==> config.mk <==
export PLATFORM = sky130hd
export DESIGN_NAME = neo_cart_loader
export DESIGN_NICKNAME = d
export VERILOG_FILES = /design/src/neo_loader_pkg.sv /design/src/neo_header_parser.sv /design/src/neo_region_sequencer.sv /design/src/adpcm_fetch.sv /design/src/neo_cart_loader.sv
export SDC_FILE = /design/constraint.sdc
export NUM_CORES = 1
export LEC_CHECK = 0
export ABC_CLOCK_PERIOD_IN_PS = 4700
export BUFFER_PORTS_ARGS = -buffer_cell sky130_fd_sc_hd__buf_4
export CORE_ASPECT_RATIO = 1.75
export CORE_MARGIN = 2
export CORE_UTILIZATION = 34
export CTS_BUF_LIST = sky130_fd_sc_hd__clkbuf_8
export CTS_CLUSTER_DIAMETER = 150
export CTS_CLUSTER_SIZE = 10
export DETAILED_ROUTE_END_ITERATION = 8
export PLACE_DENSITY = 0.52
export SYNTH_ARGS = -nofsm -noshare
export SYNTH_HDL_FRONTEND = slang
export SYNTH_SLANG_ARGS = --single-unit
==> constraint.sdc <==
create_clock -name CLK_48M -period 4.7 [get_ports CLK_48M]
set_input_delay 0.235 -clock CLK_48M [delete_from_list [all_inputs] [get_ports CLK_48M]]
set_output_delay 0.235 -clock CLK_48M [all_outputs]
set_load 0.1 [all_outputs]
==> src/neo_loader_pkg.sv <==
package neo_loader_pkg;

	// Address widths
	localparam int IOCTL_AW = 27;
	localparam int PORT1_AW = 24;
	localparam int PORT2_AW = 26;

	// .NEO header layout
	localparam logic [IOCTL_AW-1:0] HEADER_LAST = 27'd4095;
	localparam logic [IOCTL_AW-1:0] SIZE_FIRST = 27'd4;
	localparam logic [IOCTL_AW-1:0] SIZE_LAST = 27'd27;

	// Upper address bits in bank 3
	localparam logic [4:0] FIX_PREFIX = 5'b11100;
	localparam logic [4:0] MROM_PREFIX = 5'b11110;

	// Silence for a disabled ADPCM channel
	localparam logic [7:0] ADPCM_IDLE_BYTE = 8'h80;

	// Regions in file order
	typedef enum logic [2:0] {
		REG_P,
		REG_S,
		REG_M,
		REG_V1,
		REG_V2,
		REG_C
	} rom_region_e;

	typedef enum logic [7:0] {
		IDX_CART = 8'd1,
		IDX_CART_NO_ADPCM = 8'd2
	} load_index_e;

	typedef enum logic [1:0] {
		WR_IDLE,
		WR_ACK_WAIT,
		WR_END_CHECK
	} wr_state_e;

endpackage

==> src/neo_header_parser.sv <==
`timescale 1ns/10ps

module neo_header_parser import neo_loader_pkg::*; (
	input  logic                CLK_48M,
	input  logic                rst,
	input  logic                ioctl_wr,
	input  logic [IOCTL_AW-1:0] ioctl_addr,
	input  logic [7:0]          ioctl_dout,
	input  load_index_e         ioctl_index,
	input  logic                cart_write,
	output logic [31:0]         p_size,
	output logic [31:0]         s_size,
	output logic [31:0]         m_size,
	output logic [31:0]         v1_size,
	output logic [31:0]         v2_size,
	output logic [31:0]         c_size,
	output logic [25:0]         v1_mask,
	output logic [25:0]         v2_mask,
	output logic [25:0]         c_mask,
	output logic [25:0]         v1_base,
	output logic [25:0]         v2_base,
	output logic                pcm_merged,
	output logic                adpcm_en,
	output logic                header_done
);

	logic header_byte;

	// Size rounded up to a power of two, minus one
	function automatic logic [25:0] size_mask(input logic [31:0] size);
		logic [31:0] m;
		m = size - 32'd1;
		for (int i = 1; i < 32; i = i * 2)
			m = m | (m >> i);
		if (size == 32'd0)
			m = 32'd0;
		return m[25:0];
	endfunction

	assign header_byte = cart_write && ioctl_wr && (ioctl_addr[IOCTL_AW-1:12] == '0);
	assign header_done = header_byte && (ioctl_addr == HEADER_LAST);

	always_ff @(posedge CLK_48M) begin
		if (rst) begin
			{c_size, v2_size, v1_size, m_size, s_size, p_size} <= '0;
			v1_mask <= '0;
			v2_mask <= '0;
			c_mask <= '0;
			pcm_merged <= 1'b0;
			adpcm_en <= 1'b0;
		end else begin
			// Little-endian sizes, P first
			if (header_byte && ioctl_addr >= SIZE_FIRST && ioctl_addr <= SIZE_LAST)
				{c_size, v2_size, v1_size, m_size, s_size, p_size} <=
					{ioctl_dout, c_size, v2_size, v1_size, m_size, s_size, p_size[31:8]};
			if (header_done)
				pcm_merged <= (v2_size == 32'd0);
			if (cart_write)
				adpcm_en <= (ioctl_index != IDX_CART_NO_ADPCM);
			v1_mask <= size_mask(v1_size);
			v2_mask <= size_mask(v2_size);
			c_mask <= size_mask(c_size);
		end
	end

	// Bank 0-2 holds C, then V1, then V2
	assign v1_base = c_size[25:0];
	assign v2_base = pcm_merged ? c_size[25:0] : c_size[25:0] + v1_size[25:0];

endmodule

==> src/neo_region_sequencer.sv <==
`timescale 1ns/10ps

module neo_region_sequencer import neo_loader_pkg::*; (
	input  logic                CLK_48M,
	input  logic                rst,
	input  logic                ioctl_wr,
	input  logic [IOCTL_AW-1:0] ioctl_addr,
	input  logic [7:0]          ioctl_dout,
	input  logic                cart_write,
	input  logic                adpcm_en,
	input  logic                header_done,
	input  logic [31:0]         p_size,
	input  logic [31:0]         s_size,
	input  logic [31:0]         m_size,
	input  logic [31:0]         v1_size,
	input  logic [31:0]         v2_size,
	input  logic [31:0]         c_size,
	input  logic                p1_ack,
	input  logic                p2_ack,
	output logic                ioctl_busy,
	output logic                p1_req,
	output logic [PORT1_AW-1:0] p1_addr,
	output logic [1:0]          p1_ds,
	output logic [15:0]         p1_d,
	output logic                p2_req,
	output logic [PORT2_AW-1:0] p2_addr,
	output logic [1:0]          p2_ds,
	output logic [15:0]         p2_d
);

	wr_state_e           state;
	rom_region_e         region;
	logic [PORT2_AW-1:0] offset;
	logic [PORT2_AW-1:0] region_size;
	logic [PORT1_AW-1:0] p1_next;
	logic [PORT2_AW-1:0] p2_next;
	logic                on_p1;
	logic                is_pcm;
	logic                header_byte;
	logic                rom_byte;
	logic                ack_done;

	assign on_p1 = (region == REG_P) || (region == REG_S) || (region == REG_M);
	assign is_pcm = (region == REG_V1) || (region == REG_V2);
	assign header_byte = cart_write && ioctl_wr && (ioctl_addr[IOCTL_AW-1:12] == '0);
	assign rom_byte = cart_write && ioctl_wr && (ioctl_addr[IOCTL_AW-1:12] != '0);
	assign ack_done = on_p1 ? (p1_req == p1_ack) : (p2_req == p2_ack);
	assign ioctl_busy = (state != WR_IDLE);

	always_comb begin
		case (region)
			REG_P:   region_size = p_size[25:0];
			REG_S:   region_size = s_size[25:0];
			REG_M:   region_size = m_size[25:0];
			REG_V1:  region_size = v1_size[25:0];
			REG_V2:  region_size = v2_size[25:0];
			default: region_size = c_size[25:0];
		endcase
	end

	always_comb begin
		case (region)
			// FIX tiles are stored with a column swap
			REG_S:   p1_next = {FIX_PREFIX, offset[18:5], offset[2:0], ~offset[4], offset[3]};
			REG_M:   p1_next = {MROM_PREFIX, offset[18:0]};
			default: p1_next = offset[PORT1_AW-1:0];
		endcase
		case (region)
			REG_V1:  p2_next = c_size[25:0] + offset;
			REG_V2:  p2_next = c_size[25:0] + v1_size[25:0] + offset;
			// C bytes interleave the odd and even sprite planes
			default: p2_next = {offset[25:7], ioctl_addr[5:2], ~ioctl_addr[6], ioctl_addr[0],
				ioctl_addr[1]};
		endcase
	end

	always_ff @(posedge CLK_48M) begin
		if (rst) begin
			state <= WR_IDLE;
			region <= REG_P;
			offset <= '0;
			p1_req <= 1'b0;
			p2_req <= 1'b0;
		end else begin
			case (state)
				WR_IDLE: begin
					if (header_byte) begin
						region <= REG_P;
						offset <= '0;
						if (header_done)
							state <= WR_END_CHECK;
					end else if (rom_byte) begin
						state <= WR_ACK_WAIT;
						if (on_p1) begin
							p1_req <= ~p1_req;
							p1_addr <= p1_next;
							p1_ds <= {p1_next[0], ~p1_next[0]};
							p1_d <= {ioctl_dout, ioctl_dout};
						end else if (adpcm_en || !is_pcm) begin
							p2_req <= ~p2_req;
							p2_addr <= p2_next;
							p2_ds <= {p2_next[0], ~p2_next[0]};
							p2_d <= {ioctl_dout, ioctl_dout};
						end
					end
				end
				WR_ACK_WAIT: begin
					if (ack_done) begin
						offset <= offset + 1'b1;
						state <= WR_END_CHECK;
					end
				end
				WR_END_CHECK: begin
					// Empty regions are stepped over here, one per cycle
					if (offset == region_size) begin
						offset <= '0;
						if (region == REG_C)
							state <= WR_IDLE;
						else
							region <= rom_region_e'(region + 3'd1);
					end else begin
						state <= WR_IDLE;
					end
				end
				default: state <= WR_IDLE;
			endcase
		end
	end

endmodule

==> src/adpcm_fetch.sv <==
`timescale 1ns/10ps

module adpcm_fetch import neo_loader_pkg::*; #(
	parameter int SAMPLE_AW = 26
) (
	input  logic                 CLK_48M,
	input  logic                 rst,
	input  logic                 rd,
	input  logic [23:0]          raw_addr,
	input  logic                 pcm_merged,
	input  logic [25:0]          addr_mask,
	input  logic [25:0]          alt_mask,
	input  logic [25:0]          base,
	input  logic                 enable,
	input  logic                 ack,
	input  logic [31:0]          q,
	output logic                 req,
	output logic [SAMPLE_AW-1:0] addr,
	output logic [7:0]           data,
	output logic                 ready
);

	logic        rd_d;
	logic [23:0] latch;
	logic [23:0] masked;
	logic [25:0] mask;
	logic [25:0] sum;

	// Merged images keep ADPCM-B inside the V1 area
	assign mask = pcm_merged ? alt_mask : addr_mask;
	assign masked = raw_addr & mask[23:0];

	always_ff @(posedge CLK_48M) begin
		if (rst) begin
			rd_d <= 1'b0;
			req <= 1'b0;
			latch <= '0;
		end else begin
			rd_d <= rd;
			if (rd && !rd_d && enable) begin
				// New dword only
				if (masked[23:2] != latch[23:2])
					req <= ~req;
				latch <= masked;
			end
		end
	end

	assign sum = base + {2'b00, latch};
	assign addr = sum[SAMPLE_AW-1:0];
	assign ready = (req == ack);

	always_comb begin
		if (!enable) begin
			data = ADPCM_IDLE_BYTE;
		end else begin
			case (latch[1:0])
				2'd0:    data = q[7:0];
				2'd1:    data = q[15:8];
				2'd2:    data = q[23:16];
				default: data = q[31:24];
			endcase
		end
	end

endmodule

==> src/neo_cart_loader.sv <==
`timescale 1ns/10ps

module neo_cart_loader import neo_loader_pkg::*; #(
	parameter int SAMPLE_AW = 26
) (
	input  logic                 CLK_48M,
	input  logic                 rst,
	input  logic                 ioctl_download,
	input  logic [7:0]           ioctl_index,
	input  logic                 ioctl_wr,
	input  logic [IOCTL_AW-1:0]  ioctl_addr,
	input  logic [7:0]           ioctl_dout,
	output logic                 ioctl_busy,
	output logic                 p1_req,
	input  logic                 p1_ack,
	output logic [PORT1_AW-1:0]  p1_addr,
	output logic [1:0]           p1_ds,
	output logic [15:0]          p1_d,
	output logic                 p2_req,
	input  logic                 p2_ack,
	output logic [PORT2_AW-1:0]  p2_addr,
	output logic [1:0]           p2_ds,
	output logic [15:0]          p2_d,
	input  logic                 adpcma_rd,
	input  logic [3:0]           adpcma_bank,
	input  logic [19:0]          adpcma_addr,
	output logic [7:0]           adpcma_data,
	output logic                 adpcma_ready,
	input  logic                 adpcmb_rd,
	input  logic [23:0]          adpcmb_addr,
	output logic [7:0]           adpcmb_data,
	output logic                 adpcmb_ready,
	output logic                 sample_a_req,
	input  logic                 sample_a_ack,
	output logic [SAMPLE_AW-1:0] sample_a_addr,
	input  logic [31:0]          sample_a_q,
	output logic                 sample_b_req,
	input  logic                 sample_b_ack,
	output logic [SAMPLE_AW-1:0] sample_b_addr,
	input  logic [31:0]          sample_b_q
);

	logic        cart_write;
	logic [31:0] p_size, s_size, m_size, v1_size, v2_size, c_size;
	logic [25:0] v1_mask, v2_mask;
	logic [25:0] v1_base, v2_base;
	logic        pcm_merged, adpcm_en, header_done;

	// Both cart indices share the loader
	assign cart_write = ioctl_download &&
		(ioctl_index == IDX_CART || ioctl_index == IDX_CART_NO_ADPCM);

	neo_header_parser u_header (
		.CLK_48M(CLK_48M), .rst(rst), .ioctl_wr(ioctl_wr), .ioctl_addr(ioctl_addr),
		.ioctl_dout(ioctl_dout), .ioctl_index(load_index_e'(ioctl_index)),
		.cart_write(cart_write), .p_size(p_size), .s_size(s_size), .m_size(m_size),
		.v1_size(v1_size), .v2_size(v2_size), .c_size(c_size), .v1_mask(v1_mask),
		.v2_mask(v2_mask), .c_mask(), .v1_base(v1_base), .v2_base(v2_base),
		.pcm_merged(pcm_merged), .adpcm_en(adpcm_en), .header_done(header_done)
	);

	neo_region_sequencer u_seq (
		.CLK_48M(CLK_48M), .rst(rst), .ioctl_wr(ioctl_wr), .ioctl_addr(ioctl_addr),
		.ioctl_dout(ioctl_dout), .cart_write(cart_write), .adpcm_en(adpcm_en),
		.header_done(header_done), .p_size(p_size), .s_size(s_size), .m_size(m_size),
		.v1_size(v1_size), .v2_size(v2_size), .c_size(c_size), .p1_ack(p1_ack),
		.p2_ack(p2_ack), .ioctl_busy(ioctl_busy), .p1_req(p1_req), .p1_addr(p1_addr),
		.p1_ds(p1_ds), .p1_d(p1_d), .p2_req(p2_req), .p2_addr(p2_addr), .p2_ds(p2_ds),
		.p2_d(p2_d)
	);

	// Channel A always lives in V1
	adpcm_fetch #(.SAMPLE_AW(SAMPLE_AW)) u_adpcm_a (
		.CLK_48M(CLK_48M), .rst(rst), .rd(adpcma_rd), .raw_addr({adpcma_bank, adpcma_addr}),
		.pcm_merged(pcm_merged), .addr_mask(v1_mask), .alt_mask(v1_mask), .base(v1_base),
		.enable(adpcm_en), .ack(sample_a_ack), .q(sample_a_q), .req(sample_a_req),
		.addr(sample_a_addr), .data(adpcma_data), .ready(adpcma_ready)
	);

	adpcm_fetch #(.SAMPLE_AW(SAMPLE_AW)) u_adpcm_b (
		.CLK_48M(CLK_48M), .rst(rst), .rd(adpcmb_rd), .raw_addr(adpcmb_addr),
		.pcm_merged(pcm_merged), .addr_mask(v2_mask), .alt_mask(v1_mask), .base(v2_base),
		.enable(adpcm_en), .ack(sample_b_ack), .q(sample_b_q), .req(sample_b_req),
		.addr(sample_b_addr), .data(adpcmb_data), .ready(adpcmb_ready)
	);

endmodule

==> flow_metrics.env <==
export IMPL_drive_gt1_frac=0.234
export IMPL_die_h_um=356
export IMPL_critical_path_startpoint_type="flip-flop"
export IMPL_core_sq_mm=0.0705
export IMPL_slowest_delay_ns=0.34
export IMPL_synth_warning_count=0
export IMPL_synthFlopType="dfxtp_1"
export IMPL_path_max_fanout=2
export IMPL_synth_nets=3311
export IMPL_drtIter0Drc=2026
export IMPL_wire_per_inst_um=23.6
export IMPL_via_count=24688
export IMPL_tns_ns=-5.02
export IMPL_detail_route_antenna_nets=0
export IMPL_r2r_end="u_seq.p2_addr[25]"
export IMPL_area_delta_synth_final_pct=27.9
export IMPL_synth_seq_cells=395
export IMPL_fmax_mhz=185
export IMPL_firstDrtPassIters=8
export IMPL_routed_via_density=5.58
export IMPL_maxSlewHeadroom=0.230
export IMPL_power_density_mw_per_mm2=190
export IMPL_dpl_hpwl_mm=81.0
export IMPL_routabilityCongestion=0.985
export IMPL_fin_skew_ns=0.0641
export IMPL_required_ns=4.47
export IMPL_grt_pass1_vias=23867
export IMPL_stdcell_count=4421
export IMPL_grt_pass1_wl_mm=152
export IMPL_status="finished with violations"
export IMPL_clock_latency_ns=0.67
export IMPL_clockBufferDepth=3
export IMPL_min_path_cells=5
export IMPL_num_fill_cells=7054
export IMPL_yosysSeqAreaShare=0.356
export IMPL_hold_start="adpcmb_addr[3]"
export IMPL_io_buffers=325
export IMPL_tritoncts="yes"
export IMPL_endpoint_kind="output pin"
export IMPL_dp_cells=4280
export IMPL_synthCells=3032
export IMPL_die_area_sq_mm=0.0732
export IMPL_power_w=0.00588
export IMPL_cp_arrival_ns=5.16
export IMPL_die_width_um=205
export IMPL_syn_avg_cell_area_sq_um=7.96
export IMPL_track_usage=0.277
export IMPL_layout_common_cells="609 x nand2_1, 530 x buf_4, 364 x a21oi_1"
export IMPL_synthArstFlopShare=0
export IMPL_numCtsBuffers=45
export IMPL_hold_viol=0
export IMPL_p_leak_nw=12.3
export IMPL_grt_ovfl_total=0
export IMPL_grt_antenna_before_repair=4
export IMPL_worstPathCellList="ha_4 > fa_2 > a21o_1 > a221oi_4 > a21oi_2 > a221oi_2 > buf_4 > o21bai_4 > a21o_1 > a21oi_2 > xor2_1 > o21ai_1 > ha_2 > inv_2 > nor2_2 > nor2_2 > o31ai_4 > a2111oi_2 > nor2_1 > o221a_2 > xnor3_4 > buf_12"
export IMPL_ff_latch_area_sq_mm=0.00859
export IMPL_hold_path_class="primary input to flip-flop"
export IMPL_stdcell_area_sq_mm=0.0309
export IMPL_crit_family="compound AO/OA/AOI/OAI gates"
export IMPL_slowest_stage="dfxtp_2"
export IMPL_htree_levels=2
export IMPL_ir_drop_v=0.000179
export IMPL_ys_types=91
export IMPL_worstHoldEndpoint="u_adpcm_b.latch[3]"
export IMPL_cts_root_buf="clkbuf_8"
export IMPL_r2r_cells=23
export IMPL_grt_max_degree=193
export IMPL_rows=129
export IMPL_rr_startpoint="u_header.v1_size[0]"
export IMPL_drc=0
export IMPL_rsz0062_at_grt="true"
export IMPL_io_pins=326
export IMPL_worst_path_buf_inv=3
export IMPL_r2r_setup_slack_ns=-0.09
export IMPL_place_area_sq_mm=0.0287
export IMPL_final_common_cell="nand2_1"
export IMPL_clock_sinks=395
export IMPL_worstSetupPathType="flip-flop to output pin"
export IMPL_period_needed_ns=5.40
export IMPL_nets=3768
export IMPL_routed_wl_mm=105
export IMPL_fin_crit_sh=1.15
export IMPL_setup_viol=15
export IMPL_synth_edff_count=68
export IMPL_violations="setup timing"
export IMPL_start_util=0.342
export IMPL_finalMaxSlewViolations=0
export IMPL_multi_input_area_sq_mm=0.0151
export IMPL_syn_area_sq_mm=0.0241
export IMPL_max_cap_violations=0
export IMPL_post_route_util=0.438
export IMPL_setup_slack_ns=-0.698
export IMPL_tightest_slew_ns=1.15
export IMPL_cts_clk_slew_worst_paths_ns=0.08
-- repair_timing --
action,CTS,global route
setup endpoints to repair,24,28
hold buffers,54,0
gates resized for setup,120,69
buffers inserted,23,12
pin swaps,65,34
hold endpoints to repair,69,0
-- sequential cells by signal, indices dropped and copies added (netlist names), 2 cells and up --
signal	cells
u_header.c_size	32
u_header.m_size	32
u_header.p_size	32
u_header.s_size	32
u_header.v1_size	32
u_header.v2_size	32
u_seq.offset	26
u_seq.p2_addr	26
u_adpcm_a.latch	24
u_adpcm_b.latch	24
u_header.v1_mask	24
u_header.v2_mask	24
u_seq.p1_addr	24
u_seq.p1_d	8
u_seq.p2_d	8
u_seq.region	3
u_seq.state	2
-- through the flow --
stage / setup WS (ns) / hold slack (ns)
CTS: -0.705 / 0.0127
finish: -0.698 / 0.0391
global route: -0.961 / 0.0464
detailed placement: -0.356 / 0.437
floorplan: -0.307 / 0.334
global placement: -0.342 / 0.431
-- routing by layer --
| layer | wire length, um | vias up | track usage | share of wire |
|---|---|---|---|---|
| met5 | 16 | - | 0 | 0.00015 |
| met4 | 7150 | 2 | 0.165 | 0.068 |
| met3 | 5000 | 266 | 0.0318 | 0.048 |
| met2 | 52500 | 868 | 0.497 | 0.50 |
| met1 | 39900 | 11893 | 0.313 | 0.38 |
| li1 | - | 11659 | - | - |
-- synth_stat cells, drive strengths merged (50+ instances only) --
library cell	count	area, sq um
nor2	207	777
edfxtp	68	2040
nor3	50	260
xor2	79	692
dfxtp	327	6550
inv	72	270
buf	65	390
a21oi	381	1910
ha	110	1380
nand2	612	2300
xnor2	83	727
o21ai	139	696
nand3	69	345
clkbuf	143	538
-- worst reg2reg max path: stages (launching register included) --
cell      delay [ns]
dfxtp_2         0.34
ha_4            0.16
fa_2            0.34
a21o_1          0.21
a221oi_4        0.31
a21oi_2         0.11
buf_4           0.16
and2_4          0.16
o21ai_2         0.10
nand2b_1        0.09
xnor2_2         0.18
o21ai_1         0.08
buf_4           0.16
ha_4            0.29
and3_4          0.19
buf_6           0.10
o211ai_1        0.10
o211ai_1        0.29
nand4b_1        0.30
a31oi_4         0.27
nor4_2          0.06
nor3_2          0.21
mux2i_1         0.24
xor2_1          0.09
-- report_power, final --
part / internal, W / total, W / switching (W) / leakage, nW
Combinational: 0.000135 / 0.000247 / 0.000112 / 8.65
Clock: 0.000901 / 0.00220 / 0.00130 / 0.396
Sequential: 0.00343 / 0.00343 / 0.000000524 / 3.27
-- cells by family (layout without fill, tap and decap cells) --
group                    Yosys count  count (layout)  share of synthesized area
AO/OA/AOI/OAI                    835             835                      0.214
flip-flops                       395             395                      0.356
adder cells (fa/ha/maj)          114             114                     0.0604
other                              0               3                          0
multiplexers                      67              67                     0.0380
AND/OR/NAND/NOR                 1178            1178                      0.222
buffers and inverters            280             749                     0.0497
XOR/XNOR                         163             163                     0.0597
-- how the worst max path moves through the flow --
stage / slack (ns) / endpoint / cells past startpoint / from
finish: -0.70 / sample_b_addr[25] / 22 / u_header.v1_size[0]
global route: -0.96 / sample_b_addr[25] / 19 / u_header.c_size[1]
global placement: -0.34 / sample_b_addr[25] / 20 / u_header.c_size[0]
detailed placement: -0.36 / sample_b_addr[25] / 20 / u_header.c_size[0]
CTS: -0.70 / sample_b_addr[25] / 21 / u_header.v1_size[0]
floorplan: -0.31 / sample_b_addr[24] / 15 / u_header.pcm_merged
-- area by class of cell --
class / instances / share of cell area
antenna: 3 / 0.000243
clock buffer: 47 / 0.0210
clock inverter: 12 / 0.00166
inverter: 72 / 0.00876
multi-input combinational: 2357 / 0.490
sequential: 395 / 0.278
tap: 917 / 0.0372
timing repair buffer: 618 / 0.163
No activity file was read; power rests on OpenSTA's default activity.
